<file path="config.mk">
export PLATFORM = sky130hd
export DESIGN_NAME = iccm_read_mux
export DESIGN_NICKNAME = d
export VERILOG_FILES = /design/src/hdl/boot_pkg.sv /design/src/hdl/iccm_read_mux.sv
export SDC_FILE = /design/constraint.sdc
export NUM_CORES = 1
export LEC_CHECK = 0
export BUFFER_PORTS_ARGS = -buffer_cell sky130_fd_sc_hd__buf_2
export CAP_MARGIN = 0
export CORE_MARGIN = 1.5
export CORE_UTILIZATION = 40
export DETAILED_ROUTE_END_ITERATION = 10
export PLACE_DENSITY = 0.83
export SLEW_MARGIN = 20
export SYNTH_ARGS = -nofsm -noshare
export SYNTH_HDL_FRONTEND = slang
export SYNTH_SLANG_ARGS = --single-unit
</file>
<file path="constraint.sdc">
create_clock -name clk_i -period 0.94 [get_ports clk_i]
set_input_delay 0.094 -clock clk_i [delete_from_list [all_inputs] [get_ports clk_i]]
set_output_delay 0.094 -clock clk_i [all_outputs]
set_load 0.02 [all_outputs]
</file>
<file path="src/hdl/boot_pkg.sv">
package boot_pkg;

  // instruction word and word address
  localparam int DATA_W = 32;
  localparam int ADDR_W = 12;

  // memory split into interleaved banks
  localparam int NUM_BANKS  = 4;
  localparam int BANK_SEL_W = 2;

  // row inside one bank, upper address bits
  localparam int ROW_W      = ADDR_W - BANK_SEL_W;
  localparam int BANK_DEPTH = 1 << ROW_W;

  // word that closes a program, never stored
  localparam logic [DATA_W-1:0] END_MARKER = 32'h0000_0FFF;

  // bit period input of the serial receiver
  localparam int CPB_W = 16;

endpackage

</file>
<file path="src/hdl/iccm_read_mux.sv">
`timescale 1ns/1ns

module iccm_read_mux import boot_pkg::*; (
  input  logic                          clk_i,
  input  logic                          reset_i,
  input  logic [BANK_SEL_W-1:0]         rd_sel_i,
  input  logic                          rd_en_i,
  input  logic [NUM_BANKS*DATA_W-1:0]   bank_rdata_i,
  output logic [DATA_W-1:0]             rdata_o,
  output logic                          rvalid_o
);

  logic [DATA_W-1:0] picked;
  logic [DATA_W-1:0] hold_q;

  assign picked = bank_rdata_i[rd_sel_i*DATA_W +: DATA_W];

  // last returned word stays on the port between reads
  always_ff @(posedge clk_i) begin
    if (reset_i) begin
      hold_q <= '0;
    end else if (rd_en_i) begin
      hold_q <= picked;
    end
  end

  assign rdata_o  = rd_en_i ? picked : hold_q;
  assign rvalid_o = rd_en_i;

endmodule

</file>
==> impl_metrics.py, run 1 <==
metrics = {
    "synth": {
        "synth_compound_area_share_pct": 27.6,
        "syn_avg_cell_area_um2": 10.5,
        "synthAdderAreaFrac_pct": 0,
        "ys_warn_count": 0,
        "synth_cells": 259,
        "synthXorXnorAreaFrac_pct": 0,
        "syn_nets": 392,
        "ys_seq_area_share_pct": 23.6,
        "ys_seq_elements": 32,
        "synth_mux_area_share_pct": 23.6,
        "synth_top_family_by_area": "compound AO/OA/AOI/OAI gates",
        "synth.cell_area_um2": 2710,
        "synth.distinct_cells": 13,
        "yosys.area_share.simple_pct": 18.7,
    },
    "global_routing": {
        "grt.overflow.total": 0,
        "grt_pass1_wl_um": 17300,
        "antenna_found_initial": 0,
        "grt_max_degree": 33,
        "first_global_vias": 3632,
        "grt_util_all_layers_pct": 30.1,
    },
    "layout": {
        "drive_above_1_share_pct": 92.1,
        "largest-register": "hold_q",
        "fin_area_um2": 6000,
        "nFillCells": 207,
        "largestRegisters": "hold_q (32)",
        "nNetsFinal": 640,
        "final_util_pct": 92.9,
        "area_growth_pct": 122,
        "largest_register_ffs": 32,
        "antenna_cells": 0,
    },
    "cts": {
        "ctsLongestPathBuffers": 2,
        "htree_num_levels": 2,
        "cts_buffers": 5,
        "clk_pin_slew_worst_paths_ns": 0.07,
        "clk_latency_ns": 0.29,
        "cts_root_buffer": "clkbuf_8",
        "cts_hold_buf": 0,
        "cts_tree": "yes",
        "cts_sinks": 32,
    },
    "setup_path": {
        "crit_chain": "buf_16 -> buf_4 -> mux2i_4 -> o221ai_2 -> buf_4",
        "cp_slowest_stage_delay_ns": 0.29,
        "ff2ff_path_depth": 3,
        "path_class": "primary input to primary output",
        "worst_setup_path_end_kind": "primary output",
        "timing.rr.start": "hold_q[26]$_SDFF_PP0_",
        "cp_slowest_cell": "mux2i_4",
        "cpMostUsedCell": "buf_4",
        "cp.arrival_ns": 1.06,
        "cp_max_fo": 8,
        "rr_endpoint": "hold_q[26]$_SDFF_PP0_",
        "required_ns": 0.85,
        "reg2reg_setup_slack_ns": -0.04,
        "worst_setup_path_start_kind": "primary input",
    },
    "power_and_ir_drop": {
        "power_density_nw_per_um2": 974,
        "power.leakage_nw": 2.42,
        "peakVddDrop_v": 0.000618,
    },
    "timing": {
        "max_freq_ghz": 0.864,
        "timing.hold.ws_ns": 0.163,
        "slew_headroom_pct": 73.4,
        "period_minus_slack_ns": 1.16,
        "setup_tns_ns": -4.63,
        "fin_ws_ns": -0.218,
        "slew_viol_final": 0,
        "setup_viol": 34,
        "rsz0062_at_grt": "yes",
        "finalHoldViolations": 0,
        "fin_worst_skew_ns": 0,
        "finalCritPeriodShare_pct": 123,
        "tightestPinTransition_ns": 0.398,
    },
    "placed_design": {
        "io_buffers": 165,
        "place_area_um2": 4650,
        "gp_congestion": 0.828,
        "hpwlAfterDp_um": 6950,
        "pre_cts_slack_ns": -0.312,
    },
    "die": {
        "rows": 29,
        "coreArea_um2": 6460,
        "dieArea_um2": 7270,
        "die_h_um": 85.3,
        "ios": 166,
        "die_w_um": 85.3,
        "initial_utilization_pct": 41.9,
    },
    "min_path": {
        "hp-class": "primary input to register",
        "hold_depth": 3,
        "hold_end": "hold_q[29]$_SDFF_PP0_",
        "holdCritStartpoint": "bank_rdata_i[125]",
    },
    "job": {
        "timing.max_cap.violations": 0,
    },
    "routing": {
        "wl_per_cell_um": 27.8,
        "viasPerCell": 6.44,
        "vias": 3763,
        "dr.pass1.iters": 8,
        "ant_nets": 0,
        "drt_iter0_markers": 194,
        "drc": 10,
        "drt-total-wl_um": 16300,
    },
    "status": {
        "violations": "DRC, setup timing",
        "outcome": "finished with violations",
    },
}
## layout make-up
type	count	area, µm²	area share, %
Tap cell	77	96.3	1.60
Sequential cell	32	668	11.1
Multi-Input combinational cell	196	3020	50.3
Clock inverter	1	5.00	0.0834
Timing Repair Buffer	272	2140	35.7
Clock buffer	6	72.6	1.21
## worst max-delay path: cells and delay by family
family	cells	cell delay, ns
mux	1	0.29
buf+inv	3	0.49
compound gates	1	0.17
## kinds of logic (layout without fill, tap and decap cells)
group,after synthesis,in the layout
AND/OR/NAND/NOR,68,68
flip-flops,32,32
AO/OA/AOI/OAI,64,64
buffers and inverters,31,279
multiplexers,64,64
## through the flow
step           total power [W]  instances
3_3_place_gp           0.00366        555
5_1_grt                0.00599        584
6_report               0.00585        584
3_5_place_dp           0.00374        555
2_1_floorplan          0.00276        259
4_1_cts                0.00511        569
## worst max-delay path by stage
stage                           from          end  cells past startpoint  slack [ns]
4_1_cts                      rd_en_i  rdata_o[20]                      6       -0.12
3_3_place_gp             rd_sel_i[1]  rdata_o[20]                      5       -0.27
5_1_grt        hold_q[31]$_SDFF_PP0_  rdata_o[31]                      3       -0.23
6_report                 rd_sel_i[1]  rdata_o[31]                      5       -0.22
2_1_floorplan            rd_sel_i[0]   rdata_o[0]                      3       -0.12
3_5_place_dp             rd_sel_i[1]  rdata_o[11]                      5       -0.31
## power by group
group / total [W] / internal, W / switching, W
Combinational: 0.00321 / 0.00171 / 0.00150
Sequential: 0.00157 / 0.00148 / 0.0000848
Clock: 0.00107 / 0.000504 / 0.000570
Total: 0.00585 / 0.00370 / 0.00215
## placed cells by master (no fill, tap or decap), types with 2 or more instances in the layout
master	n
or3b_1	2
buf_4	97
dfxtp_2	22
dfxtp_1	10
mux2i_2	16
or3b_2	4
clkbuf_8	5
buf_6	20
mux2i_4	48
buf_2	131
nand2b_4	8
buf_12	11
buf_16	7
o221ai_2	53
nand2b_1	25
or3b_4	27
o221ai_4	10
clkbuf_16	3
buf_8	3
## cell usage after synthesis
cell      instances  area [µm²]
mux2i_1          64         641
or3b_1            3        26.3
or3b_2           30         263
clkbuf_1         15        56.3
o221ai_1         34         298
buf_4             7        52.6
dfxtp_1          32         641
nand3b_1          1        7.51
buf_2             6        30.0
buf_6             3        33.8
nand2b_1         33         206
o221ai_2         30         450
nand2_1           1        3.75
## routing by layer
layer	routed length (µm)	vias up	global-route usage, %
li1	-	1566	-
met4	1360	0	11.9
met3	1250	117	4.86
met2	8380	294	59.7
met1	5260	1786	30.9
met5	0	-	0
## what timing repair did
item | 4_1_cts | 5_1_grt
cloned | 5 | 4
endpoints found under the setup margin | 35 | 55
pin swaps | 2 | 17
gates resized for setup | 87 | 111
setup buffers | 2 | 11
No activity file was read; power rests on OpenSTA's default activity.
==> run 2: changes to the inputs <==
--- a/config.mk
+++ b/config.mk
@@ -11,6 +11,7 @@
 export CORE_UTILIZATION = 40
 export DETAILED_ROUTE_END_ITERATION = 10
 export PLACE_DENSITY = 0.83
+export SKIP_CTS_REPAIR_TIMING = 1
 export SLEW_MARGIN = 20
 export SYNTH_ARGS = -nofsm -noshare
 export SYNTH_HDL_FRONTEND = slang
==> run 2 against run 1 <==
  * The flow still finishes with violations (DRC, setup timing)
  * Register-to-register slack better by 0.02 ns
  * Global-route usage down 5.0 points
  * Clock skew unchanged
  * Cell count down 0.34%
  * Combinational power down 6.5%
  * Critical path type unchanged
==> impl_metrics.py, run 2 (synthesized netlist as in run 1, its figures left out) <==
metrics = {
    "global_routing": {
        "first_global_vias": 3305,
        "grt.overflow.total": 0,
        "grt_util_all_layers_pct": 25.0,
        "grt_pass1_wl_um": 14800,
        "antenna_found_initial": 0,
        "grt_max_degree": 33,
    },
    "cts": {
        "htree_num_levels": 2,
        "ctsLongestPathBuffers": 2,
        "cts_sinks": 32,
        "cts_root_buffer": "clkbuf_8",
        "clk_latency_ns": 0.28,
        "cts_buffers": 5,
        "clk_pin_slew_worst_paths_ns": 0.08,
        "cts_tree": "yes",
    },
    "setup_path": {
        "required_ns": 0.85,
        "timing.rr.start": "hold_q[1]$_SDFF_PP0_",
        "cp_slowest_stage_delay_ns": 0.31,
        "cp_slowest_cell": "mux2i_2",
        "cp_max_fo": 7,
        "cp.arrival_ns": 1.03,
        "cp-startpoint": "rd_sel_i[1]",
        "endpoint": "rdata_o[0]",
        "path_class": "primary input to primary output",
        "rr_endpoint": "hold_q[1]$_SDFF_PP0_",
        "reg2reg_setup_slack_ns": -0.02,
        "worst_setup_path_end_kind": "primary output",
        "path_depth": 5,
        "cp_top_family": "buffers and inverters",
        "worst_setup_path_start_kind": "primary input",
        "cp.buffers_inverters": 3,
        "cpMostUsedCell": "buf_4",
        "ff2ff_path_depth": 2,
        "crit_chain": "buf_16 -> buf_4 -> mux2i_2 -> o221ai_2 -> buf_4",
    },
    "status": {
        "violations": "DRC, setup timing",
        "outcome": "finished with violations",
    },
    "layout": {
        "drive_above_1_share_pct": 91.1,
        "final_util_pct": 89.9,
        "final_common_cell": "buf_2",
        "antenna_cells": 0,
        "nFillCells": 257,
        "largest-register": "hold_q",
        "largestRegisters": "hold_q (32)",
        "area_growth_pct": 114,
        "final_cell_mix": "buf_2 (130), buf_4 (102), o221ai_2 (57), mux2i_4 (39), or3b_4 (28)",
        "nNetsFinal": 638,
        "largest_register_ffs": 32,
        "fin_area_um2": 5810,
    },
    "routing": {
        "dr.pass1.iters": 7,
        "drt_iter0_markers": 158,
        "viasPerCell": 6.08,
        "wl_per_cell_um": 24.0,
        "drc": 10,
        "vias": 3540,
        "drt-total-wl_um": 14000,
        "ant_nets": 0,
    },
    "placed_design": {
        "place_area_um2": 4650,
        "io_buffers": 165,
        "hpwlAfterDp_um": 6950,
        "gp_congestion": 0.828,
    },
    "timing": {
        "max_freq_ghz": 0.893,
        "tightestPinTransition_ns": 0.391,
        "period_minus_slack_ns": 1.12,
        "finalCritPeriodShare_pct": 119,
        "slew_headroom_pct": 73.9,
        "fin_worst_skew_ns": 0,
        "finalHoldViolations": 0,
        "rsz0062_at_grt": "yes",
        "slew_viol_final": 0,
        "setup_viol": 35,
        "fin_ws_ns": -0.180,
    },
    "die": {
        "die_w_um": 85.3,
        "coreArea_um2": 6460,
        "ios": 166,
        "initial_utilization_pct": 41.9,
        "die_h_um": 85.3,
        "dieArea_um2": 7270,
        "rows": 29,
    },
    "job": {
        "timing.max_cap.violations": 0,
    },
    "min_path": {
        "hp-class": "primary input to register",
    },
    "power_and_ir_drop": {
        "peakVddDrop_v": 0.000692,
        "power_density_nw_per_um2": 964,
        "power.leakage_nw": 2.37,
    },
}
## run 2: cell types whose count changed in the layout (fill, tap and decap cells not counted), moves of 3 or more
cell / change
mux2i_2: +7
clkbuf_16: +4
o221ai_2: +4
buf_6: -4
buf_4: +5
mux2i_4: -9
o221ai_4: -3
buf_16: -6
## run 2: how the worst min path moves through the flow
stage | cells after the start | start | endpoint | slack (ns)
finish | 3 | bank_rdata_i[63] | hold_q[31]$_SDFF_PP0_ | 0.19
global placement | 3 | bank_rdata_i[127] | hold_q[31]$_SDFF_PP0_ | 0.42
global route | 3 | bank_rdata_i[61] | hold_q[29]$_SDFF_PP0_ | 0.19
detailed placement | 3 | bank_rdata_i[125] | hold_q[29]$_SDFF_PP0_ | 0.45
floorplan | 1 | rd_en_i | rvalid_o | 0.30
CTS | 3 | bank_rdata_i[125] | hold_q[29]$_SDFF_PP0_ | 0.16
## run 2: stage by stage
stage | hold slack (ns) | instances | power [W] | setup WS, ns | TNS [ns]
after floorplan | 0.301 | 259 | 0.00276 | -0.117 | -4.14
after global routing | 0.188 | 582 | 0.00577 | -0.247 | -5.15
final | 0.190 | 582 | 0.00560 | -0.180 | -4.35
after CTS | 0.156 | 562 | 0.00475 | -0.311 | -8.16
after detailed placement | 0.454 | 555 | 0.00374 | -0.312 | -16.18
after global placement | 0.423 | 555 | 0.00366 | -0.272 | -13.96
## run 2: where the power goes
part / switching, W / internal, W / total, W / leakage (nW)
registers: 0.0000721 / 0.00148 / 0.00155 / 0.271
clock network: 0.000539 / 0.000504 / 0.00104 / 0.0410
logic: 0.00138 / 0.00163 / 0.00300 / 2.06
total: 0.00199 / 0.00361 / 0.00560 / 2.37
## run 2: per-layer routing
layer	track usage, %	vias up	share of wire [%]
met1	28.2	1713	34
li1	-	1562	-
met3	3.79	60	6.8
met5	0	-	0
met4	8.80	0	5.1
met2	47.5	205	54
## run 2: area by class of cell
class / instances / area [µm²] / share of cell area [%]
Tap cell: 77 / 96.3 / 1.66
Clock inverter: 1 / 5.00 / 0.0862
Timing Repair Buffer: 270 / 2070 / 35.7
Multi-Input combinational cell: 196 / 2890 / 49.8
Sequential cell: 32 / 666 / 11.5
Clock buffer: 6 / 72.6 / 1.25
## run 2: tightest hold or removal path: stages
cell      delay (ns)
buf_2           0.10
mux2i_4         0.08
o221ai_2        0.17
