File: src/hdl/boot_pkg.sv
package boot_pkg;

  // instruction word and word address
  localparam int DATA_W = 32;
  localparam int ADDR_W = 12;

  // memory split into interleaved banks
  localparam int NUM_BANKS  = 4;
  localparam int BANK_SEL_W = 2;

  // row inside one bank, upper address bits
  localparam int ROW_W      = ADDR_W - BANK_SEL_W;
  localparam int BANK_DEPTH = 1 << ROW_W;

  // word that closes a program, never stored
  localparam logic [DATA_W-1:0] END_MARKER = 32'h0000_0FFF;

  // bit period input of the serial receiver
  localparam int CPB_W = 16;

endpackage

File: src/hdl/uart_rx_byte.sv
`timescale 1ns/1ns

module uart_rx_byte import boot_pkg::*; (
  input  logic             clk_i,
  input  logic             reset_i,
  input  logic             rx_i,
  input  logic [CPB_W-1:0] clks_per_bit_i,
  output logic             rx_dv_o,
  output logic [7:0]       rx_byte_o
);

  typedef enum logic [1:0] {
    ST_IDLE,
    ST_START,
    ST_DATA,
    ST_STOP
  } rx_state_e;

  rx_state_e        state_q;
  logic             rx_meta_q;
  logic             rx_sync_q;
  logic [CPB_W-1:0] cnt_q;
  logic [2:0]       bit_idx_q;
  logic [7:0]       shift_q;
  logic             dv_q;
  logic [7:0]       byte_q;
  logic [CPB_W-1:0] half_period;
  logic             full_period;

  // line idles high, so the synchronizer resets to one
  always_ff @(posedge clk_i) begin
    if (reset_i) begin
      rx_meta_q <= 1'b1;
      rx_sync_q <= 1'b1;
    end else begin
      rx_meta_q <= rx_i;
      rx_sync_q <= rx_meta_q;
    end
  end

  assign half_period = clks_per_bit_i >> 1;
  assign full_period = (cnt_q == clks_per_bit_i - 1'b1);

  always_ff @(posedge clk_i) begin
    if (reset_i) begin
      state_q   <= ST_IDLE;
      cnt_q     <= '0;
      bit_idx_q <= '0;
      dv_q      <= 1'b0;
    end else begin
      dv_q <= 1'b0;
      case (state_q)
        ST_IDLE: begin
          cnt_q     <= '0;
          bit_idx_q <= '0;
          if (!rx_sync_q) begin
            state_q <= ST_START;
          end
        end
        // confirm the start bit in its middle
        ST_START: begin
          if (cnt_q == half_period - 1'b1) begin
            cnt_q   <= '0;
            state_q <= rx_sync_q ? ST_IDLE : ST_DATA;
          end else begin
            cnt_q <= cnt_q + 1'b1;
          end
        end
        // one full period later lands mid bit, lsb first
        ST_DATA: begin
          if (full_period) begin
            cnt_q     <= '0;
            bit_idx_q <= bit_idx_q + 1'b1;
            if (bit_idx_q == 3'd7) begin
              state_q <= ST_STOP;
            end
          end else begin
            cnt_q <= cnt_q + 1'b1;
          end
        end
        ST_STOP: begin
          if (full_period) begin
            cnt_q   <= '0;
            state_q <= ST_IDLE;
            // framing error drops the byte silently
            dv_q    <= rx_sync_q;
          end else begin
            cnt_q <= cnt_q + 1'b1;
          end
        end
        default: state_q <= ST_IDLE;
      endcase
    end
  end

  // data path
  always_ff @(posedge clk_i) begin
    if (state_q == ST_DATA && full_period) begin
      shift_q <= {rx_sync_q, shift_q[7:1]};
    end
    if (state_q == ST_STOP && full_period && rx_sync_q) begin
      byte_q <= shift_q;
    end
  end

  assign rx_dv_o   = dv_q;
  assign rx_byte_o = byte_q;

endmodule

File: config.mk
export PLATFORM = sky130hd
export DESIGN_NAME = uart_rx_byte
export DESIGN_NICKNAME = d
export VERILOG_FILES = /design/src/hdl/boot_pkg.sv /design/src/hdl/uart_rx_byte.sv
export SDC_FILE = /design/constraint.sdc
export NUM_CORES = 1
export LEC_CHECK = 0
export BUFFER_PORTS_ARGS = -buffer_cell sky130_fd_sc_hd__buf_2
export CAP_MARGIN = 20
export CORE_AREA = 2 2 118 63
export DETAILED_ROUTE_END_ITERATION = 10
export DIE_AREA = 0 0 120 65
export HOLD_SLACK_MARGIN = 0.02
export PLACE_DENSITY = 0.59
export SLEW_MARGIN = 20
export SYNTH_ARGS = -nofsm -noshare
export SYNTH_HDL_FRONTEND = slang
export SYNTH_SLANG_ARGS = --single-unit
File: constraint.sdc
create_clock -name clk_i -period 4.4 [get_ports clk_i]
set_input_delay 0.22 -clock clk_i [delete_from_list [all_inputs] [get_ports clk_i]]
set_output_delay 0.22 -clock clk_i [all_outputs]
set_load 0.05 [all_outputs]
==> results of run 1 <==
## layer usage
layer / routed length [um] / GRT usage [%] / part of all wire, % / vias to the layer above
met5: 0 / 0 / 0 / -
met4: 13 / 2.21 / 0.21 / 0
met3: 489 / 5.55 / 7.8 / 2
met2: 2160 / 18.9 / 34 / 73
met1: 3620 / 29.1 / 58 / 1028
li1: - / - / - / 1062
## cells in the final DEF, fill, tap and decap left out, types with 2 or more instances in the layout
| master | n |
|---|---|
| nand4_1 | 7 |
| nor4_2 | 2 |
| nor3b_1 | 2 |
| inv_1 | 4 |
| a21o_1 | 2 |
| mux2i_1 | 2 |
| ha_1 | 5 |
| a21oi_1 | 8 |
| xnor2_1 | 36 |
| edfxtp_1 | 16 |
| xor2_1 | 17 |
| nor3_1 | 5 |
| nor2_1 | 14 |
| o211ai_1 | 2 |
| or4_1 | 4 |
| nand2b_1 | 3 |
| and3_1 | 5 |
| nand3b_1 | 8 |
| a211oi_1 | 16 |
| nor4b_1 | 2 |
| nand2_1 | 19 |
| or2_2 | 2 |
| nand3_1 | 17 |
| a211o_1 | 2 |
| o21ai_0 | 5 |
| and2_1 | 3 |
| nor4_1 | 5 |
| a31oi_1 | 6 |
| dfxtp_1 | 24 |
| buf_2 | 27 |
| clkbuf_16 | 5 |
## registers in the layout, summed over array words and instances, names as in the netlist, named ones only
name       count
rx_sync_q      1
state_q        1
bit_idx_q      3
rx_meta_q      1
rx_dv_o        1
shift_q        8
cnt_q         16
rx_byte_o      8
## worst paths after layout
| path | start | to | depth (start not counted) |
|---|---|---|---|
| max reg2reg | cnt_q[10] | rx_byte_o[1] | 7 |
| min | rx_i | rx_meta_q | 2 |
| max | clks_per_bit_i[1] | rx_byte_o[1] | 10 |
| min reg2reg | rx_meta_q | rx_sync_q | 1 |
## area by class of cell
type	count	area [um^2]	share of cell area [%]
Timing Repair Buffer	28	143	4.87
Clock buffer	6	129	4.40
Multi-Input combinational cell	218	1550	52.9
Inverter	4	15.0	0.513
Tap cell	96	120	4.10
Clock inverter	2	12.5	0.427
Sequential cell	40	961	32.8
## cells by family (layout without fill, tap and decap cells)
logic type	after synthesis	count (layout)	synth area share, %
XOR/XNOR	53	53	17.6
multiplexers	3	3	1.19
AO/OA/AOI/OAI	53	53	14.5
AND/OR/NAND/NOR	104	104	22.8
flip-flops	40	40	36.4
adder cells (fa/ha/maj)	5	5	2.37
buffers and inverters	28	40	5.03
## metrics by stage
stage          utilization (%)  hold slack, ps  worst slack [ps]  std cells  cell area (um^2)
2_1_floorplan                -             324              1260        286              2640
3_3_place_gp              40.3             400               847        386              2780
3_5_place_dp              40.3             400               688        386              2780
4_1_cts                   42.3             117               971        394              2920
5_1_grt                   42.4             123               664        394              2930
6_report                  42.4             120               940        394              2930
## power by group
part,internal [uW],switching [uW],total [uW]
logic,33.6,53.6,87.2
registers,384,2.22,387
clock network,209,136,345
## worst reg2reg max path, stage by stage, from the launching register on
cell and delay (ps):
dfxtp_1 430, xor2_1 330, or4b_1 460, a31oi_1 210, a2bb2o_4 240, nor4_4 520
nand2_1 140, nor2_1 530
==> results.json, run 1 <==
{
  "hpwl_mm": 4.82,
  "nFillCells": 706,
  "portBuffers": 27,
  "grt_pass1_vias": 1800,
  "start_util_pct": 38.2,
  "areaGrowthSynthToFinish_pct": 11.1,
  "synth_edf_count": 16,
  "dieArea_um2": 7800,
  "fin_crit_sh_pct": 78.6,
  "core-area_um2": 6910,
  "synth-main-ff-cell": "dfxtp_1",
  "path_delay_family": "simple AND/OR/NAND/NOR gates",
  "start_kind": "primary input",
  "cp-end-kind": "flip-flop",
  "grt_use_total_pct": 16.9,
  "vias": 2165,
  "crit_required_ps": 4310,
  "diodes": 0,
  "r2r_setup_slack_ps": 1170,
  "synth_common_cells": "xnor2_1, dfxtp_1, nand2_1",
  "cp_slowest_cell": "nor4b_1",
  "die_h_um": 65,
  "grt_pass1_wl_mm": 10.1,
  "max_stage_delay_ps": 720,
  "drc": 0,
  "cts.reportedPaths.clkPinSlew_ps": 50,
  "power_density_nw_per_um2": 280,
  "post_cts_buffers": 0,
  "vias_per_cell": 5.49,
  "drt-total-wl_mm": 6.28,
  "yosysSeqAreaShare_pct": 36.4,
  "synth.most_common_cell": "xnor2_1",
  "syn_area_um2": 2640,
  "arrival_ps": 3370,
  "p_total_uw": 819,
  "drive_gt1_share_pct": 15.4,
  "crit_type": "primary input to flip-flop",
  "critPathMaxFanout": 12,
  "grt_max_degree": 25,
  "finalSetupTns_ps": 0,
  "numClockSinks": 40,
  "ios": 28,
  "die_w_um": 120,
  "netlist.area_leader.share_pct": 18.2,
  "clock_latency_ps": 280,
  "setup_viol": 0,
  "cts_max_path_buffers": 2,
  "htreeDepth": 2,
  "overflow": 0,
  "cts_buffers": 5,
  "hp-class": "primary input to flip-flop",
  "p_leak_uw": 0.000933,
  "cts_resized": 0,
  "outcome": "complete, no violations",
  "ir_worst_vdd_mv": 0.162,
  "antenna_found_initial": 0,
  "synth.avg_cell_area_um2": 9.22,
  "synth-seq-cells": 40,
  "final_hold_viol_count": 0,
  "fmax_mhz": 289,
  "rsz0062_at_grt": "no",
  "report.final.slew_viol_count": 0,
  "drtIter0Drc": 231,
  "yosys_warnings": 0,
  "postCtsHoldBufs": 0,
  "drv_cap": 0,
  "wl_per_cell_um": 15.9,
  "dr.pass1.iters": 5,
  "rows": 22,
  "syn-num-nets": 310,
  "worstMarginPinSlew_ps": 868,
  "synth_top_cells_by_area": "dfxtp_1, edfxtp_1, xnor2_1",
  "relSlewSlack_pct": 41.3,
  "path_buf_inv": 2,
  "gp_congestion": 0.933,
  "yosysTopAreaCell": "dfxtp_1",
  "synth_cells": 286,
  "period_needed_ps": 3460,
  "nNetsFinal": 321,
  "ys_async_sr_fraction_pct": 0,
  "fin_skew_ps": 2.86,
  "worstPathCellList": "buf_2 > inv_1 > ha_1 > nor4b_1 > nand4_1 > a211o_1 > a2bb2o_4 > nor4_4 > nand2_1 > nor2_1",
  "ant_nets": 0,
  "synthDistinctLibCells": 53,
  "cts_tree": "built",
  "clock-root-buffer": "clkbuf_16"
}
No activity file was read; power rests on OpenSTA's default activity.
==> run 2: changes to the inputs <==
--- a/config.mk
+++ b/config.mk
@@ -11,7 +11,7 @@
 export DETAILED_ROUTE_END_ITERATION = 10
 export DIE_AREA = 0 0 120 65
 export HOLD_SLACK_MARGIN = 0.02
-export PLACE_DENSITY = 0.59
+export PLACE_DENSITY = 0.61
 export SLEW_MARGIN = 20
 export SYNTH_ARGS = -nofsm -noshare
 export SYNTH_HDL_FRONTEND = slang
==> constraint.sdc (replaced) <==
create_clock -name clk_i -period 3.1 [get_ports clk_i]
set_input_delay 0.155 -clock clk_i [delete_from_list [all_inputs] [get_ports clk_i]]
set_output_delay 0.155 -clock clk_i [all_outputs]
set_load 0.05 [all_outputs]
==> run 2 against run 1 <==
Net effect: non-clock buffer count up 15; global-route usage increased by 0.68 points; combinational power up 54%; largest power group unchanged; flip-flop and latch count stayed put; worst hold slack worse by 67 ps; die area stayed put; via count rose by 2.1%; register-to-register slack worse by 820 ps; largest cell class unchanged; sequential share of layout area down 1.2 points.
==> results.json, run 2 (synthesized netlist as in run 1, its figures left out) <==
{
  "drive_gt1_share_pct": 19.2,
  "fin_cells": 409,
  "crit_required_ps": 3050,
  "wl_per_cell_um": 15.8,
  "die_w_um": 120,
  "crit_type": "flip-flop to flip-flop",
  "relSlewSlack_pct": 65.2,
  "largest-register": "cnt_q",
  "drt-total-wl_mm": 6.47,
  "nNetsFinal": 336,
  "portBuffers": 27,
  "overflow": 0,
  "period_needed_ps": 2750,
  "finalSetupTns_ps": 0,
  "placedCellCount": 401,
  "clock_latency_ps": 280,
  "start_kind": "flip-flop",
  "postCtsHoldBufs": 0,
  "antenna_found_initial": 0,
  "dieArea_um2": 7800,
  "wl_met3_um": 630,
  "setup_viol": 0,
  "start_util_pct": 38.2,
  "p_total_uw": 1170,
  "hp-class": "primary input to flip-flop",
  "rows": 22,
  "fin_crit_sh_pct": 88.6,
  "final_common_cell": "xnor2_1",
  "vias": 2210,
  "report.final.slew_viol_count": 0,
  "wl_met2_mm": 2.14,
  "htreeDepth": 2,
  "arrival_ps": 2690,
  "max_stage_delay_ps": 460,
  "nFillCells": 679,
  "gp_congestion": 1.02,
  "fmax_mhz": 364,
  "fin_skew_ps": 3.86,
  "top_layer_used": "met3",
  "cts_buffers": 5,
  "grt_pass1_vias": 1889,
  "die_h_um": 65,
  "utilization_pct": 44.0,
  "drv_cap": 0,
  "grt_pass1_wl_mm": 10.4,
  "cts.reportedPaths.clkPinSlew_ps": 60,
  "post_cts_buffers": 0,
  "p_leak_uw": 0.00101,
  "dr.pass1.iters": 5,
  "numClockSinks": 40,
  "final_hold_viol_count": 0,
  "outcome": "complete, no violations",
  "cts_tree": "built",
  "worstMarginPinSlew_ps": 508,
  "grt_use_total_pct": 17.6,
  "rsz0062_at_grt": "no",
  "ir_worst_vdd_mv": 0.185,
  "largest_reg_flops": 16,
  "power_density_nw_per_um2": 386,
  "drtIter0Drc": 227,
  "ios": 28,
  "diodes": 0,
  "critPathMaxFanout": 8,
  "areaGrowthSynthToFinish_pct": 15.2,
  "ant_nets": 0,
  "vias_per_cell": 5.40,
  "drc": 0,
  "core-area_um2": 6910,
  "wl_met1_mm": 3.69,
  "hpwl_mm": 5.12,
  "cts_resized": 0,
  "grt_max_degree": 25,
  "layout_common_cells": "xnor2_1, buf_2, dfxtp_1, nand2_1",
  "clock-root-buffer": "clkbuf_16",
  "worstPathCellList": "xor2_1 > or4b_1 > a31oi_1 > a2bb2o_4 > nor4_4 > and2_1",
  "cp_slowest_cell": "or4b_1",
  "cp-end-kind": "flip-flop",
  "cts_max_path_buffers": 2
}
## run 2: cell types whose count changed in the layout (fill, tap and decap cells not counted)
cell	change
clkinvlp_4	+1
buf_4	+15
nor4_2	-1
clkinv_2	-1
clkbuf_1	-1
nor4_1	+1
clkinv_1	+1
## run 2: path summary, 6_finish.rpt
path / start / endpoint / slack, ps / depth (start not counted)
worst min-delay path: rx_i / rx_meta_q / 50 / 2
worst min register to register: rx_meta_q / rx_sync_q / 410 / 1
worst max register to register: cnt_q[10] / shift_q[0] / 350 / 6
worst max-delay path: cnt_q[10] / shift_q[0] / 350 / 6
## run 2: cell type report
type | instances | area, um^2 | share of cell area, %
Inverter | 4 | 15.0 | 0.494
Clock buffer | 5 | 125 | 4.12
Clock inverter | 3 | 18.8 | 0.618
Sequential cell | 40 | 961 | 31.6
Tap cell | 96 | 120 | 3.95
Multi-Input combinational cell | 218 | 1540 | 50.8
Timing Repair Buffer | 43 | 255 | 8.40
## run 2: critical path, delay by kind of cell, from the launching register on
kind,cells,cell delay [ps]
xor+xnor,1,320
compound gates,2,460
simple gates,3,1180
flops,1,450
## run 2: per-stage QoR
step                      area (um^2)  hold WS, ps  worst slack [ps]
final                            3040         53.0               353
after global routing             3040         52.5               209
after CTS                        3040         45.2               344
after detailed placement         2890          339               189
after global placement           2890          338               227
after floorplan                  2640          259              29.9
## run 2: power breakdown
group / total (uW) / internal, uW / switching, uW
combinational: 134 / 55.0 / 79.3
sequential: 549 / 545 / 3.18
clock: 489 / 294 / 195
total: 1170 / 895 / 277
## run 2: layer usage
| layer | track usage [%] | up-vias |
|---|---|---|
| met3 | 6.60 | 0 |
| met1 | 29.9 | 1031 |
| met2 | 19.4 | 88 |
| met5 | 0 | - |
| met4 | 2.65 | 0 |
| li1 | - | 1091 |
==> run 3: changes to the inputs <==
--- a/config.mk
+++ b/config.mk
@@ -5,13 +5,14 @@
 export SDC_FILE = /design/constraint.sdc
 export NUM_CORES = 1
 export LEC_CHECK = 0
+export ABC_AREA = 1
 export BUFFER_PORTS_ARGS = -buffer_cell sky130_fd_sc_hd__buf_2
 export CAP_MARGIN = 20
-export CORE_AREA = 2 2 118 63
+export CORE_AREA = 2 2 119 63
 export DETAILED_ROUTE_END_ITERATION = 10
-export DIE_AREA = 0 0 120 65
+export DIE_AREA = 0 0 121 65
 export HOLD_SLACK_MARGIN = 0.02
-export PLACE_DENSITY = 0.61
+export PLACE_DENSITY = 0.68
 export SLEW_MARGIN = 20
 export SYNTH_ARGS = -nofsm -noshare
 export SYNTH_HDL_FRONTEND = slang
==> run 3 against run 2 <==
Net effect: non-clock buffer count shrank 15; clock skew about the same; flip-flop and latch count is the same; total power is 14% higher; maximum frequency increased by 20%; register-to-register slack gained 460 ps; critical path type unchanged; sequential power is essentially flat; count of clock-buffer cells in the layout rose by 2; die area rose by 0.83%; largest power group is now the clock network.
==> results.json, run 3 <==
{
  "cts_tree": "built",
  "synth.most_common_cell": "nand2_1",
  "cts_max_path_buffers": 2,
  "ff_latch_area_um2": 961,
  "antenna_found_initial": 0,
  "crit_type": "flip-flop to flip-flop",
  "cts_buffers": 5,
  "start_util_pct": 38.5,
  "ant_nets": 0,
  "syn-num-nets": 418,
  "synth.avg_cell_area_um2": 6.80,
  "diodes": 0,
  "synth_top_cells_by_area": "dfxtp_1, edfxtp_1, nand2_1",
  "gp_congestion": 1.10,
  "rows": 22,
  "outcome": "complete, no violations",
  "drc": 0,
  "synthDistinctLibCells": 32,
  "numClockSinks": 40,
  "worstMarginPinSlew_ps": 488,
  "layout_common_cells": "nand2_1, nor2_1, inv_1, nand3_1, buf_2",
  "nFillCells": 705,
  "grt_pass1_vias": 2203,
  "final_hold_viol_count": 0,
  "rsz0062_at_grt": "no",
  "largest_reg_flops": 16,
  "areaGrowthSynthToFinish_pct": 15.9,
  "portBuffers": 27,
  "htreeDepth": 2,
  "dr.pass1.iters": 5,
  "cts_resized": 0,
  "final_common_cell": "nand2_1",
  "grt_pass1_wl_mm": 11.0,
  "ios": 28,
  "core-area_um2": 6960,
  "hpwl_mm": 5.55,
  "ir_worst_vdd_mv": 0.215,
  "synth_edf_count": 16,
  "cp-end-kind": "flip-flop",
  "ys_async_sr_fraction_pct": 0,
  "path_delay_family": "simple AND/OR/NAND/NOR gates",
  "relSlewSlack_pct": 67.5,
  "cp_slowest_cell": "dfxtp_1",
  "hp-class": "primary input to flip-flop",
  "timing.critical_path.mode_cell": "nor2_1",
  "drtIter0Drc": 230,
  "post_cts_buffers": 0,
  "largest-register": "cnt_q",
  "vias_per_cell": 4.84,
  "p_leak_uw": 0.00138,
  "synth_common_cells": "nand2_1, nor2_1, inv_1",
  "overflow": 0,
  "yosysTopAreaCell": "dfxtp_1",
  "fmax_mhz": 437,
  "crit_required_ps": 3270,
  "path_buf_inv": 0,
  "drt-total-wl_mm": 6.71,
  "period_needed_ps": 2290,
  "cts.reportedPaths.clkPinSlew_ps": 60,
  "grt_max_degree": 17,
  "dieArea_um2": 7870,
  "arrival_ps": 2460,
  "wl_per_cell_um": 12.8,
  "synth_cells": 394,
  "grt_use_total_pct": 18.2,
  "finalSetupTns_ps": 0,
  "yosysSeqAreaShare_pct": 35.9,
  "critPathMaxFanout": 5,
  "setup_viol": 0,
  "multiInputGateArea_um2": 1530,
  "fin_crit_sh_pct": 73.8,
  "clock-root-buffer": "clkbuf_16",
  "yosys_warnings": 0,
  "postCtsHoldBufs": 0,
  "die_w_um": 121,
  "synth-main-ff-cell": "dfxtp_1",
  "nNetsFinal": 450,
  "drv_cap": 0,
  "start_kind": "flip-flop",
  "report.final.slew_viol_count": 0,
  "power_density_nw_per_um2": 429,
  "syn_area_um2": 2680,
  "post-place-ws_ps": 731,
  "drive_gt1_share_pct": 13.1,
  "fin_skew_ps": 3.67,
  "netlist.area_leader.share_pct": 17.9,
  "worst_slack_ps": 812,
  "synth-seq-cells": 40,
  "die_h_um": 65,
  "max_stage_delay_ps": 440,
  "vias": 2533,
  "clock_latency_ps": 280,
  "worstPathCellList": "ha_1 > nand3_1 > nor2_1 > nand2_1 > nor3_1 > nand2_1 > nor2_1 > nand3_1 > nor2_1 > nand2_1 > xor2_1 > nor2_1"
}
## run 3: logic make-up (layout without fill, tap and decap cells)
kind of cell             Yosys count  count (layout)  synth area share, %
AO/OA/AOI/OAI                     18              18                 3.55
XOR/XNOR                          27              27                 9.34
adder cells (fa/ha/maj)            5               5                 2.33
buffers and inverters             49              82                 7.19
flip-flops                        40              40                 35.9
AND/OR/NAND/NOR                  255             255                 41.7
## run 3: path summary, 6_finish.rpt
kind	cells after the start	slack (ps)	end	from
setup / recovery	12	810	cnt_q[14]	cnt_q[0]
hold / removal	2	60	rx_meta_q	rx_i
setup reg to reg	12	810	cnt_q[14]	cnt_q[0]
hold reg to reg	1	410	rx_sync_q	rx_meta_q
## run 3: through the flow
step           util (%)  area [um^2]  power [uW]  std cells  hold WS [ps]
3_3_place_gp       42.0         2920         714        515           339
6_report           44.6         3110        1330        523          61.8
2_1_floorplan         -         2680         666        394           224
3_5_place_dp       42.0         2920         715        515           353
5_1_grt            44.6         3110        1390        523          64.3
4_1_cts            44.6         3110        1340        523          63.0
## run 3: power breakdown
part | internal, uW | switching (uW)
logic | 54.2 | 102
registers | 548 | 4.59
clock network | 429 | 194
## run 3: cell type report
type / count / share of cell area [%]
Sequential cell: 40 / 30.9
Timing Repair Buffer: 28 / 4.59
Clock buffer: 7 / 4.95
Multi-Input combinational cell: 305 / 49.1
Inverter: 46 / 5.56
Clock inverter: 1 / 0.967
Tap cell: 96 / 3.87
## run 3: routing by layer
layer	up-vias	GRT usage (%)	wire [um]
li1	1301	-	-
met1	1125	29.1	3660
met2	101	21.7	2170
met3	6	7.04	821
met4	0	3.78	58
met5	-	0	0
## run 3: worst register-to-register path, stage by stage (launching register included)
cell and delay, ps:
dfxtp_1 440, ha_1 240, nand3_1 110, nor2_1 150
nand2_1 100, nor3_1 240, nand2_1 100, nor2_1 180
nand3_1 180, nor2_1 180, nand2_1 80, xor2_1 130
nor2_1 60
