**src/hdl/boot_pkg.sv**
```systemverilog
package boot_pkg;

  // instruction word and word address
  localparam int DATA_W = 32;
  localparam int ADDR_W = 12;

  // memory split into interleaved banks
  localparam int NUM_BANKS  = 4;
  localparam int BANK_SEL_W = 2;

  // row inside one bank, upper address bits
  localparam int ROW_W      = ADDR_W - BANK_SEL_W;
  localparam int BANK_DEPTH = 1 << ROW_W;

  // word that closes a program, never stored
  localparam logic [DATA_W-1:0] END_MARKER = 32'h0000_0FFF;

  // bit period input of the serial receiver
  localparam int CPB_W = 16;

endpackage

```
**src/hdl/iccm_dispatch.sv**
```systemverilog
`timescale 1ns/1ns

module iccm_dispatch import boot_pkg::*; (
  input  logic                  clk_i,
  input  logic                  reset_i,
  input  logic                  sys_reset_i,
  input  logic                  ld_we_i,
  input  logic [ADDR_W-1:0]     ld_addr_i,
  input  logic [DATA_W-1:0]     ld_wdata_i,
  input  logic                  fetch_req_i,
  input  logic [ADDR_W-1:0]     fetch_addr_i,
  output logic [NUM_BANKS-1:0]  bank_req_o,
  output logic                  bank_we_o,
  output logic [ROW_W-1:0]      bank_row_o,
  output logic [DATA_W-1:0]     bank_wdata_o,
  output logic [BANK_SEL_W-1:0] rd_sel_o,
  output logic                  rd_en_o
);

  logic [ADDR_W-1:0]     addr;
  logic                  access;
  logic                  rd_take;
  logic [BANK_SEL_W-1:0] sel;
  logic [BANK_SEL_W-1:0] rd_sel_q;
  logic                  rd_en_q;

  // loader owns the memory while the system is in reset
  assign addr    = sys_reset_i ? ld_addr_i : fetch_addr_i;
  assign access  = sys_reset_i ? ld_we_i : fetch_req_i;
  assign rd_take = fetch_req_i && !sys_reset_i;

  // low bits pick the bank, so neighbouring words interleave
  assign sel        = addr[BANK_SEL_W-1:0];
  assign bank_row_o = addr[ADDR_W-1:BANK_SEL_W];

  always_comb begin
    bank_req_o = '0;
    for (int b = 0; b < NUM_BANKS; b++) begin
      bank_req_o[b] = access && (sel == BANK_SEL_W'(b));
    end
  end

  assign bank_we_o    = sys_reset_i && ld_we_i;
  assign bank_wdata_o = ld_wdata_i;

  // bank index follows the read into the data cycle
  always_ff @(posedge clk_i) begin
    if (reset_i) begin
      rd_sel_q <= '0;
      rd_en_q  <= 1'b0;
    end else begin
      rd_en_q <= rd_take;
      if (rd_take) begin
        rd_sel_q <= sel;
      end
    end
  end

  assign rd_sel_o = rd_sel_q;
  assign rd_en_o  = rd_en_q;

endmodule

```
**config.mk**
```make
export PLATFORM = sky130hd
export DESIGN_NAME = iccm_dispatch
export DESIGN_NICKNAME = d
export VERILOG_FILES = /design/src/hdl/boot_pkg.sv /design/src/hdl/iccm_dispatch.sv
export SDC_FILE = /design/constraint.sdc
export NUM_CORES = 1
export LEC_CHECK = 0
export BUFFER_PORTS_ARGS = -buffer_cell sky130_fd_sc_hd__clkbuf_2
export CAP_MARGIN = 15
export CORE_MARGIN = 5
export CORE_UTILIZATION = 27
export DETAILED_ROUTE_END_ITERATION = 8
export GPL_ROUTABILITY_DRIVEN = 0
export PLACE_DENSITY = 0.86
export SYNTH_ARGS = -nofsm -noshare
export SYNTH_HDL_FRONTEND = slang
export SYNTH_SLANG_ARGS = --single-unit
export TNS_END_PERCENT = 20
```
**constraint.sdc**
```tcl
create_clock -name clk_i -period 1.9 [get_ports clk_i]
set_input_delay 0.57 -clock clk_i [delete_from_list [all_inputs] [get_ports clk_i]]
set_output_delay 0.57 -clock clk_i [all_outputs]
set_load 0.01 [all_outputs]
```
==> Implementation_results.wiki, run 1 <==
{| class="wikitable"
! Metric !! Value
|-
| Status || completed
|-
| Synthesized-area fraction occupied by and/or/nand/nor cells || 0.150
|-
| Per-cell via count in the routed design || between 4 and 5
|-
| Number of synthesized register bits || 3
|-
| Worst Setup End Kind || output port
|-
| Pin count of the biggest net entering global routing || 11
|-
| I/O pin cnt || roughly 110
|-
| Worst hold-check path type || reg -> reg
|-
| Avg WL per Cell || ~13 um
|-
| Post-detailed-routing wire length || 1480 um
|-
| Cell variety after synth || 18
|-
| Clock period minus worst slack || 1.88 ns
|-
| Post-Syn Instances || 76
|-
| Area of the core || about 0.0024 sq mm
|-
| TritonCTS clock tree || built
|-
| Largest vdd supply drop || 0.234 mV
|-
| Clock latency of the later-clocked register in the worst-skew pair || 0.23 ns
|-
| Areal power density over the cells || 454 mW/mm^2
|-
| Count of final hold-check violations || 0
|-
| Remaining DRCs || 0
|-
| Post-CTS Setup Repair Bufs || 0
|-
| Final layout net count || 147
|-
| Fillers || 263
|-
| Number of global-route vias before repair || 527
|-
| Overall via count from detail_route || 509
|-
| Period Utilization, post-route || 0.988
|-
| Cts bufs inserted || 3
|-
| Global-route wire length before repair || roughly 2200 um
|-
| Share of the yosys chip area belonging to registers || 0.0909
|-
| Antenna violations before repair || 0
|-
| Synthesized area divided by synthesized cell count || 8.69 sq um
|-
| Worst-Margin Slew || between 0.2 and 0.3 ns
|-
| Row count || 18
|-
| Met3 layer usage reported by global route || 0.0458
|-
| Y dimension of the die || 59.5 um
|-
| Fraction of layout instances using a drive strength above 1 || 0.765
|-
| Effective utilization at floorplan || 0.274
|-
| Library cell occupying the most area in the post-synthesis netlist || sky130_fd_sc_hd__buf_4
|-
| Startpoint Class || primary input
|-
| RSZ-0062 raised after global routing || yes
|-
| Required arrival time at the worst endpoint || 1.33 ns
|-
| GR met1 Demand/Resource || 0.0659
|-
| Highest clock frequency the design can meet || 533 MHz
|-
| Slew Limit Headroom || 0.824
|-
| Global-route total usage across every layer || 0.0815
|-
| Compound-gate portion of the synthesized area || 0.0606
|-
| Floorplan die width || 59.5 um
|-
| Static Leak || 0.000358 uW
|-
| Input/output buffers || 46
|-
| Max Clock Skew || 0 ns
|-
| Critical path peak fanout || 10
|-
| Syn. warnings || 0
|-
| Final critical-path setup slack || ~0.023 ns
|-
| Antenna-violating nets left || 0
|-
| Combinational family with the most area after synthesis || buffers and inverters
|-
| Pre-antenna DRT Iters || 4
|-
| Hold Buf Count CTS || 0
|-
| Adder-cell area share of the yosys netlist || 0
|-
| Number of clock sinks seen by CTS || 3
|-
| Biggest area contributors in the synthesized netlist || sky130_fd_sc_hd__buf_4 (48%), sky130_fd_sc_hd__mux2_2 (17%), sky130_fd_sc_hd__dfxtp_1 (9.1%)
|-
| Area growth from synthesis to final layout || -0.568%
|-
| Fraction of synthesized area in multiplexers || 0.170
|-
| Max-cap violation count || 0
|-
| Htree depth || 1
|-
| Overflow left after global routing || 0
|-
| Final number of setup-violating endpoints || 0
|-
| Buffer depth of the longest clock path || 2
|-
| Fraction of synthesized cell area taken by the top area cell type || 0.477
|-
| Peak-usage layer in the global routing report || met2
|-
| Die area || 0.00354 sq mm
|-
| Library cell used as clock root buffer || sky130_fd_sc_hd__clkbuf_4
|-
| Count of inserted antenna diode cells || 0
|-
| Net count after synthesis || ~140
|-
| Fin. max-slew vios || 0
|-
| Category of the most critical setup path || in -> out
|-
| Sum of negative setup slack || 0 ns
|-
| Worst-path clk slew || 0.03 ns
|-
| Pre-CTS setup slack || 0.00319 ns
|-
| Critical Path AT || between 1 and 1.5 ns
|-
| Global-route track usage on met2 || 0.145
|-
| Iteration-0 DRC Markers || 15
|-
| Area share of xor/xnor cells in the synthesized design || 0
|-
| Synthesized cell area || ~660 sq um
|}
[worst max-delay path, cell delays in order]
cell and delay (ns):
sky130_fd_sc_hd__clkbuf_4 0.14, sky130_fd_sc_hd__buf_12 0.13, sky130_fd_sc_hd__mux2_2 0.34, sky130_fd_sc_hd__clkbuf_2 0.13
[final cells by class]
type | count | area (sq um) | share of cell area
tap | 30 | 37.5 | 0.0571
timing repair buffer | 49 | 268 | 0.408
inverter | 2 | 7.51 | 0.0114
clock buffer | 4 | 26.3 | 0.0400
multi-input combinational | 27 | 258 | 0.392
sequential | 3 | 60.1 | 0.0914
[report_power, final]
| part | total (uW) | switching (uW) | internal (uW) |
|---|---|---|---|
| combinational | 123 | 53.2 | 69.9 |
| clock | 108 | 29.4 | 78.4 |
| sequential | 67.6 | 1.23 | 66.4 |
| total | 298 | 83.8 | 215 |
[metal layers]
metal	routed length [um]	share of wire
met5	0	0
met4	29	0.020
met3	272	0.18
met2	760	0.51
met1	416	0.28
[kinds of logic (layout without fill, tap and decap cells)]
group                  count (synthesis)  in the layout
buffers and inverters                 46             55
DFF                                    3              3
muxes                                 10             10
AOI/OAI and AO/OA                      6              6
and+or+nand+nor                       11             11
[sequential cells by signal, indices dropped and copies added, names as in the netlist]
register and flops:
rd_en_o 1, rd_sel_o 2
[through the flow]
| stage | util | power, uW | cells | instance area (sq um) | hold slack, ns |
|---|---|---|---|---|---|
| floorplan | - | 218 | 76 | 661 | 0.492 |
| global placement | 0.258 | 189 | 111 | 622 | 0.467 |
| detailed placement | 0.258 | 191 | 111 | 622 | 0.477 |
| CTS | 0.273 | 307 | 115 | 657 | 0.491 |
| global route | 0.273 | 325 | 115 | 657 | 0.522 |
| finish | 0.273 | 298 | 115 | 657 | 0.481 |
[final timing paths]
check                                              start                       end  slack (ns)  cells after the start
worst max register to register  rd_sel_o[1]$_SDFFE_PP0P_  rd_sel_o[1]$_SDFFE_PP0P_        1.31                      2
worst min register to register  rd_sel_o[0]$_SDFFE_PP0P_  rd_sel_o[0]$_SDFFE_PP0P_        0.48                      2
worst min-delay path            rd_sel_o[0]$_SDFFE_PP0P_  rd_sel_o[0]$_SDFFE_PP0P_        0.48                      2
worst max-delay path                         sys_reset_i             bank_row_o[6]        0.02                      4
[cells in the mapped netlist, drive strengths merged]
library cell,n
buf,44
mux2,10
dfxtp,3
nand2b,3
inv,2
nand3b,2
nand4bb,2
o21ai,2
o22ai,2
o32ai,2
and2,1
and2b,1
nand3,1
nor2,1
[placed cells by master, fill, tap and decap left out, types with 2 or more instances in the layout]
master / synthesis / layout
sky130_fd_sc_hd__buf_2: 0 / 4
sky130_fd_sc_hd__buf_4: 42 / 2
sky130_fd_sc_hd__clkbuf_2: 0 / 41
sky130_fd_sc_hd__clkbuf_4: 0 / 4
sky130_fd_sc_hd__dfxtp_1: 3 / 3
sky130_fd_sc_hd__inv_1: 2 / 2
sky130_fd_sc_hd__mux2_2: 10 / 10
sky130_fd_sc_hd__nand2b_1: 2 / 2
sky130_fd_sc_hd__nand4bb_1: 2 / 2
sky130_fd_sc_hd__o21ai_0: 2 / 2
sky130_fd_sc_hd__o32ai_1: 2 / 2
[repair_timing]
item	4_1_cts	5_1_grt
setup endpoints to repair	2	7
resized for setup	2	4
hold endpoints to repair	0	0
Power figures use the tool's default switching activity.
==> run 2, diff against run 1 <==
- CELL_PAD_IN_SITES_DETAIL_PLACEMENT: not set -> 1
- CELL_PAD_IN_SITES_GLOBAL_PLACEMENT: not set -> 1
- CORE_UTILIZATION: 27 -> 16
- PLACE_DENSITY: 0.86 -> 0.87
==> run 2 against run 1 <==
Against the previous run:
- maximum frequency increased by 1.2%
- combinational power hardly changed
- clock power grew 69%
- register-to-register slack worse by 0.03 ns
- global-route usage shrank 2.3 points
- routed wire length grew 8.5%
- worst setup slack improved by 0.022 ns
- largest power group is now clock
==> Implementation_results.wiki, run 2 (synthesized netlist as in run 1, its figures left out) <==
{| class="wikitable"
! Metric !! Value
|-
| Status || completed
|-
| Proportion of power drawn by flip-flops and latches || 0.180 (-0.046)
|-
| Worst slack on hold paths || 0.502 ns (+0.0209 ns)
|-
| Global-route total usage across every layer || 0.0580 (-0.0235)
|-
| Highest-count cells in the layout ignoring fill and taps || sky130_fd_sc_hd__clkbuf_2 (44), sky130_fd_sc_hd__mux2_2 (10), sky130_fd_sc_hd__clkbuf_8 (3), sky130_fd_sc_hd__buf_4 (3), sky130_fd_sc_hd__dfxtp_1 (3)
|-
| Cts bufs inserted || 3 (unchanged)
|-
| Number of clock sinks seen by CTS || 3 (unchanged)
|-
| Area growth from synthesis to final layout || 6.82%
|-
| Internal power consumption || 281 uW (+31%)
|-
| Static Leak || 0.000368 uW (+2.8%)
|-
| Areal power density over the cells || 532 mW/mm^2 (+17%)
|-
| Clock period minus worst slack || 1.85 ns (-0.0223 ns)
|-
| Hold Path Sink || rd_sel_o[1]$_SDFFE_PP0P_
|-
| Fraction of layout instances using a drive strength above 1 || 0.756 (-0.00889)
|-
| CP Buf/Inv Count || 3 (unchanged)
|-
| Remaining DRCs || 0 (unchanged)
|-
| Fillers || 502 (+91%)
|-
| Iteration-0 DRC Markers || 7 (-8)
|-
| Y dimension of the die || 74.3 um (+25%)
|-
| Delay of the slowest cell on the worst path || 0.33 ns (about the same)
|-
| Final number of setup-violating endpoints || 0 (unchanged)
|-
| Count of final hold-check violations || 0 (unchanged)
|-
| Input/output buffers || 46 (unchanged)
|-
| Critical path peak fanout || 8 (-2)
|-
| Category of the most critical setup path || in -> out
|-
| I/O pin cnt || 111 (unchanged)
|-
| Row count || 23 (+5)
|-
| Worst-Margin Slew || 0.217 ns (-0.0471 ns)
|-
| Per-cell via count in the routed design || 3.71 (-16%)
|-
| Slew Limit Headroom || 0.855 (+0.0315)
|-
| Die area || 0.00551 sq mm (+56%)
|-
| Number of cells on the worst reg-to-reg path || 2 (unchanged)
|-
| Hold Buf Count CTS || 0 (unchanged)
|-
| Comb power frac || 0.335 (-0.077)
|-
| Library cell used as clock root buffer || sky130_fd_sc_hd__clkbuf_8
|-
| Fin area || 706 sq um (+7.4%)
|-
| Required arrival time at the worst endpoint || 1.33 ns (about the same)
|-
| Hold path start || rd_sel_o[1]$_SDFFE_PP0P_
|-
| Internal reg-to-reg setup slack || 1.28 ns (-0.03 ns)
|-
| Overall via count from detail_route || 505 (-0.79%)
|-
| Overflow left after global routing || 0 (unchanged)
|-
| Cell class contributing the biggest share of worst-path delay || buffers and inverters
|-
| RSZ-0062 raised after global routing || no
|-
| Leading cell type in the layout, fill and taps excluded || sky130_fd_sc_hd__clkbuf_2
|-
| # placed instances || 132 (+19%)
|-
| Worst Setup End Kind || output port
|-
| Overall power of the completed layout || 375 uW (+26%)
|-
| Highest clock frequency the design can meet || 539 MHz (+1.2%)
|-
| Number of flip-flops in the largest register || 2 (unchanged)
|-
| Switching power of the nets || 94.7 uW (+13%)
|-
| Final layout net count || 148 (+0.68%)
|-
| Startpoint Class || primary input
|-
| Htree depth || 1 (unchanged)
|-
| Slowest stage cell, crit path || sky130_fd_sc_hd__mux2_2
|-
| Avg WL per Cell || 11.8 um (-8.2%)
|-
| Post-CTS Setup Repair Bufs || 0 (unchanged)
|-
| Antenna violations before repair || 0 (unchanged)
|-
| Period Utilization, post-route || 0.976 (-0.0117)
|-
| Final core utilization || 0.176 (-0.0962)
|-
| Pre-antenna DRT Iters || 2 (-2)
|-
| Floorplan die width || 74.3 um (+25%)
|-
| Global-route wire length before repair || 2440 um (+12%)
|-
| Critical Path AT || 1.28 ns (-0.03 ns)
|-
| Number of global-route vias before repair || 558 (+5.9%)
|-
| Worst path cell trace || buf_4 > buf_12 > mux2_2 > clkbuf_2
|-
| Post-detailed-routing wire length || 1600 um (+8.5%)
|-
| Sw frac || 0.252 (-0.0284)
|-
| Logic depth of the worst path, buffers included || 4 (unchanged)
|-
| Max Clock Skew || 0 ns (unchanged)
|-
| Origin of the critical flop-to-flop path || rd_sel_o[0]$_SDFFE_PP0P_
|-
| Worst-path clk slew || 0.03 ns (about the same)
|-
| Count of inserted antenna diode cells || 0 (unchanged)
|-
| Terminus of the critical flop-to-flop path || rd_sel_o[0]$_SDFFE_PP0P_
|-
| Antenna-violating nets left || 0 (unchanged)
|-
| Clock latency of the later-clocked register in the worst-skew pair || 0.21 ns (-0.02 ns)
|-
| Worst hold-check path type || reg -> reg
|-
| Area of the core || 0.00400 sq mm (+66%)
|-
| Area after detailed placement || 654 sq um (+5.2%)
|-
| TritonCTS clock tree || built
|-
| Max-cap violation count || 0 (unchanged)
|-
| Final std cells w/o fill || 136 (+18%)
|-
| Hold Crit Depth || 2 (unchanged)
|-
| Buffer depth of the longest clock path || 2 (unchanged)
|-
| Fin. max-slew vios || 0 (unchanged)
|-
| Effective utilization at floorplan || 0.165 (-0.109)
|-
| Clock power share || 0.485 (+0.124)
|-
| Largest vdd supply drop || 0.109 mV (-54%)
|-
| Dpl hpwl || 1430 um
|-
| Pin count of the biggest net entering global routing || 9 (-2)
|}
run 2: changes by cell type in the layout (fill, tap and decap cells not counted):
cell / previous run / this run
sky130_fd_sc_hd__buf_4: 2 / 3
sky130_fd_sc_hd__o22ai_1: 1 / 2
sky130_fd_sc_hd__clkbuf_2: 41 / 44
sky130_fd_sc_hd__buf_2: 4 / 1
sky130_fd_sc_hd__o22ai_2: 1 / 0
sky130_fd_sc_hd__buf_6: 0 / 1
sky130_fd_sc_hd__clkbuf_8: 0 / 3
sky130_fd_sc_hd__clkbuf_4: 4 / 0
run 2: how the worst max path moves through the flow:
stage	startpoint	endpoint
after global placement	sys_reset_i	bank_row_o[8]
after detailed placement	sys_reset_i	bank_row_o[8]
after CTS	sys_reset_i	bank_row_o[8]
after global routing	sys_reset_i	bank_row_o[4]
final	sys_reset_i	bank_row_o[4]
after floorplan	sys_reset_i	bank_row_o[3]
run 2: worst min-delay path, delay by kind of cell (launching register included):
kind	cells	cell delay, ns
flip-flops	1	0.30
AO/OA/AOI/OAI	1	0.08
AND/OR/NAND/NOR	1	0.06
run 2: stage by stage:
| stage | TNS (ns) | setup WS, ns |
|---|---|---|
| final | 0 | 0.0454 |
| after global routing | 0 | 0.00231 |
| after CTS | 0 | 0.00448 |
| after detailed placement | -0.0918 | -0.0217 |
| after global placement | -0.0134 | -0.00434 |
| after floorplan | 0 | 0.0822 |
run 2: final cells by class:
class,count,area (sq um),area share
timing repair buffer,50,279,0.395
multi-input combinational,27,251,0.356
tap,50,62.6,0.0887
sequential,3,60.1,0.0851
clock buffer,4,45.0,0.0638
inverter,2,7.51,0.0106
run 2: what timing repair did:
action / in CTS / in global routing
resized for setup: 1 / 3
endpoints found under the hold margin: 0 / 0
endpoints found under the setup margin: 10 / 14
run 2: power groups by stage:
stage | Sequential, uW | Combinational (uW) | Clock (uW)
floorplan | 69.9 | 149 | 0
global placement | 68.3 | 123 | 0
detailed placement | 68.6 | 127 | 0
CTS | 67.8 | 128 | 187
global route | 67.9 | 138 | 193
finish | 67.6 | 126 | 182
run 2: metal layers:
layer  up-vias  global-route usage  part of all wire
met1       229              0.0552              0.32
met3         4              0.0243              0.14
met5         -                   0                 0
li1        233                   -                 -
met4         0              0.0316             0.010
met2        39               0.105              0.52
==> run 3, diff against run 2 <==
==> constraint.sdc (replaced) <==
create_clock -name clk_i -period 1.9 [get_ports clk_i]
set_input_delay 0.57 -clock clk_i [delete_from_list [all_inputs] [get_ports clk_i]]
set_output_delay 0.57 -clock clk_i [all_outputs]
set_load 0.005 [all_outputs]
==> run 3 against run 2 <==
Against the previous run:
- non-clock buffer count decreased by 1
- combinational power decreased by 9%
- maximum frequency decreased by 0.13%
- sequential power about the same
- critical endpoint unchanged
- largest power group unchanged
==> Implementation_results.wiki, run 3 (synthesized netlist as in run 1, its figures left out) <==
{| class="wikitable"
! Metric !! Value
|-
| Count of inserted antenna diode cells || 0 (unchanged)
|-
| Static Leak || 0.000365 uW (-0.82%)
|-
| Final critical-path setup slack || 0.0429 ns (-0.00244 ns)
|-
| Worst-path clk slew || 0.03 ns (about the same)
|-
| Row count || 23 (unchanged)
|-
| Input/output buffers || 46 (unchanged)
|-
| TritonCTS clock tree || built
|-
| Worst path cell trace || clkbuf_4 > buf_12 > mux2_2 > clkbuf_2
|-
| Floorplan die width || 74.3 um (unchanged)
|-
| Highest-count cells in the layout ignoring fill and taps || sky130_fd_sc_hd__clkbuf_2 (44), sky130_fd_sc_hd__mux2_2 (10), sky130_fd_sc_hd__clkbuf_8 (3), sky130_fd_sc_hd__dfxtp_1 (3)
|-
| Fin. max-slew vios || 0 (unchanged)
|-
| Remaining DRCs || 0 (unchanged)
|-
| Areal power density over the cells || 528 mW/mm^2 (-0.79%)
|-
| Y dimension of the die || 74.3 um (unchanged)
|-
| Per-cell via count in the routed design || 3.73 (+0.34%)
|-
| Iteration-0 DRC Markers || 8 (+1)
|-
| Final core utilization || 0.176 (unchanged)
|-
| Avg WL per Cell || 11.8 um (+0.30%)
|-
| Slew Limit Headroom || 0.839 (-0.0165)
|-
| Highest clock frequency the design can meet || 538 MHz (-0.13%)
|-
| Startpoint Class || primary input
|-
| Post-detailed-routing wire length || 1600 um (-0.44%)
|-
| Global-route total usage across every layer || 0.0583 (+0.000276)
|-
| I/O pin cnt || 111 (unchanged)
|-
| Fraction of layout instances using a drive strength above 1 || 0.765 (+0.00889)
|-
| Post-CTS Setup Repair Bufs || 0 (unchanged)
|-
| Critical Path AT || 1.29 ns (about the same)
|-
| Hold Buf Count CTS || 0 (unchanged)
|-
| Pin count of the biggest net entering global routing || 9 (unchanged)
|-
| Area of the core || 0.00400 sq mm (unchanged)
|-
| Number of clock sinks seen by CTS || 3 (unchanged)
|-
| Final number of setup-violating endpoints || 0 (unchanged)
|-
| Worst hold-check path type || reg -> reg
|-
| Global-route wire length before repair || 2410 um (-1.1%)
|-
| Worst-Margin Slew || 0.241 ns (+0.0246 ns)
|-
| Pre-CTS setup slack || 0.00264 ns (+0.0243 ns)
|-
| Slowest stage cell, crit path || sky130_fd_sc_hd__mux2_2
|-
| Largest vdd supply drop || 0.0670 mV (-38%)
|-
| Overall power of the completed layout || 372 uW (-0.79%)
|-
| Area growth from synthesis to final layout || 6.82% (unchanged)
|-
| Critical path peak fanout || 8 (unchanged)
|-
| Count of final hold-check violations || 0 (unchanged)
|-
| Category of the most critical setup path || in -> out
|-
| Max Clock Skew || 0 ns (unchanged)
|-
| Library cell used as clock root buffer || sky130_fd_sc_hd__clkbuf_8
|-
| Pre-antenna DRT Iters || 4 (+2)
|-
| Number of flip-flops in the largest register || 2 (unchanged)
|-
| Cell class contributing the biggest share of worst-path delay || buffers and inverters
|-
| Status || completed
|-
| Die area || 0.00551 sq mm (unchanged)
|-
| Overflow left after global routing || 0 (unchanged)
|-
| Antenna violations before repair || 0 (unchanged)
|-
| RSZ-0062 raised after global routing || yes
|-
| Buffer depth of the longest clock path || 2 (unchanged)
|-
| Final layout net count || 147 (-0.68%)
|-
| Number of global-route vias before repair || 569 (+2.0%)
|-
| Max-cap violation count || 0 (unchanged)
|-
| Delay of the slowest cell on the worst path || 0.32 ns (about the same)
|-
| Clock period minus worst slack || 1.86 ns (+0.00244 ns)
|-
| Leading cell type in the layout, fill and taps excluded || sky130_fd_sc_hd__clkbuf_2
|-
| CP Buf/Inv Count || 3 (unchanged)
|-
| Period Utilization, post-route || 0.977 (+0.00129)
|-
| Overall via count from detail_route || 503 (-0.40%)
|-
| Dpl hpwl || 1380 um (-3.6%)
|-
| Clock latency of the later-clocked register in the worst-skew pair || 0.22 ns (about the same)
|-
| Worst Setup End Kind || output port
|-
| Sum of negative setup slack || 0 ns (unchanged)
|-
| Effective utilization at floorplan || 0.165 (unchanged)
|-
| Htree depth || 1 (unchanged)
|-
| Required arrival time at the worst endpoint || 1.33 ns (about the same)
|-
| Cts bufs inserted || 3 (unchanged)
|-
| Antenna-violating nets left || 0 (unchanged)
|}
==> run 3: cell count changes in the layout (fill, tap and decap cells not counted) <==
cell / delta
sky130_fd_sc_hd__o32ai_2: +1
sky130_fd_sc_hd__clkbuf_4: +1
sky130_fd_sc_hd__o32ai_1: -1
sky130_fd_sc_hd__buf_4: -2
==> run 3: metal layers <==
metal | GRT usage | vias up | share of wire
li1 | - | 230 | -
met1 | 0.0560 | 222 | 0.32
met2 | 0.0994 | 43 | 0.48
met3 | 0.0162 | 8 | 0.17
met4 | 0.0553 | 0 | 0.035
met5 | 0 | - | 0
==> run 3: timing repair <==
action,4_1_cts,5_1_grt
pin swaps,0,0
setup endpoints to repair,2,3
resized for setup,2,2
==> run 3: layout make-up <==
cell class / count / area [sq um]
Fill cell: 490 / 3290
Timing Repair Buffer: 49 / 272
Multi-Input combinational cell: 27 / 259
Tap cell: 50 / 62.6
Sequential cell: 3 / 60.1
Clock buffer: 4 / 45.0
Inverter: 2 / 7.51
==> run 3: final timing paths <==
kind,start,endpoint,slack [ns],depth (start not counted)
setup reg to reg,rd_sel_o[1]$_SDFFE_PP0P_,rd_sel_o[1]$_SDFFE_PP0P_,1.29,2
setup / recovery,sys_reset_i,bank_row_o[4],0.04,4
hold reg to reg,rd_sel_o[0]$_SDFFE_PP0P_,rd_sel_o[0]$_SDFFE_PP0P_,0.47,2
hold / removal,rd_sel_o[0]$_SDFFE_PP0P_,rd_sel_o[0]$_SDFFE_PP0P_,0.47,2
==> run 3: stage by stage <==
| step | cell area, sq um | cells | hold WS, ns |
|---|---|---|---|
| 2_1_floorplan | 661 | 76 | 0.465 |
| 3_3_place_gp | 647 | 131 | 0.467 |
| 3_5_place_dp | 647 | 131 | 0.478 |
| 4_1_cts | 702 | 135 | 0.479 |
| 5_1_grt | 706 | 135 | 0.511 |
| 6_report | 706 | 135 | 0.474 |
==> run 3: report_power, final <==
group / leakage [uW] / total, uW / internal, uW / switching (uW)
combinational: 0.000318 / 115 / 70.2 / 44.8
sequential: 0.0000246 / 67.6 / 66.4 / 1.27
clock: 0.0000228 / 190 / 143 / 46.2
==> run 3: worst min-delay path: stages (launching register included) <==
cell	delay (ns)
sky130_fd_sc_hd__dfxtp_1	0.30
sky130_fd_sc_hd__nand2b_1	0.06
sky130_fd_sc_hd__o21ai_0	0.06
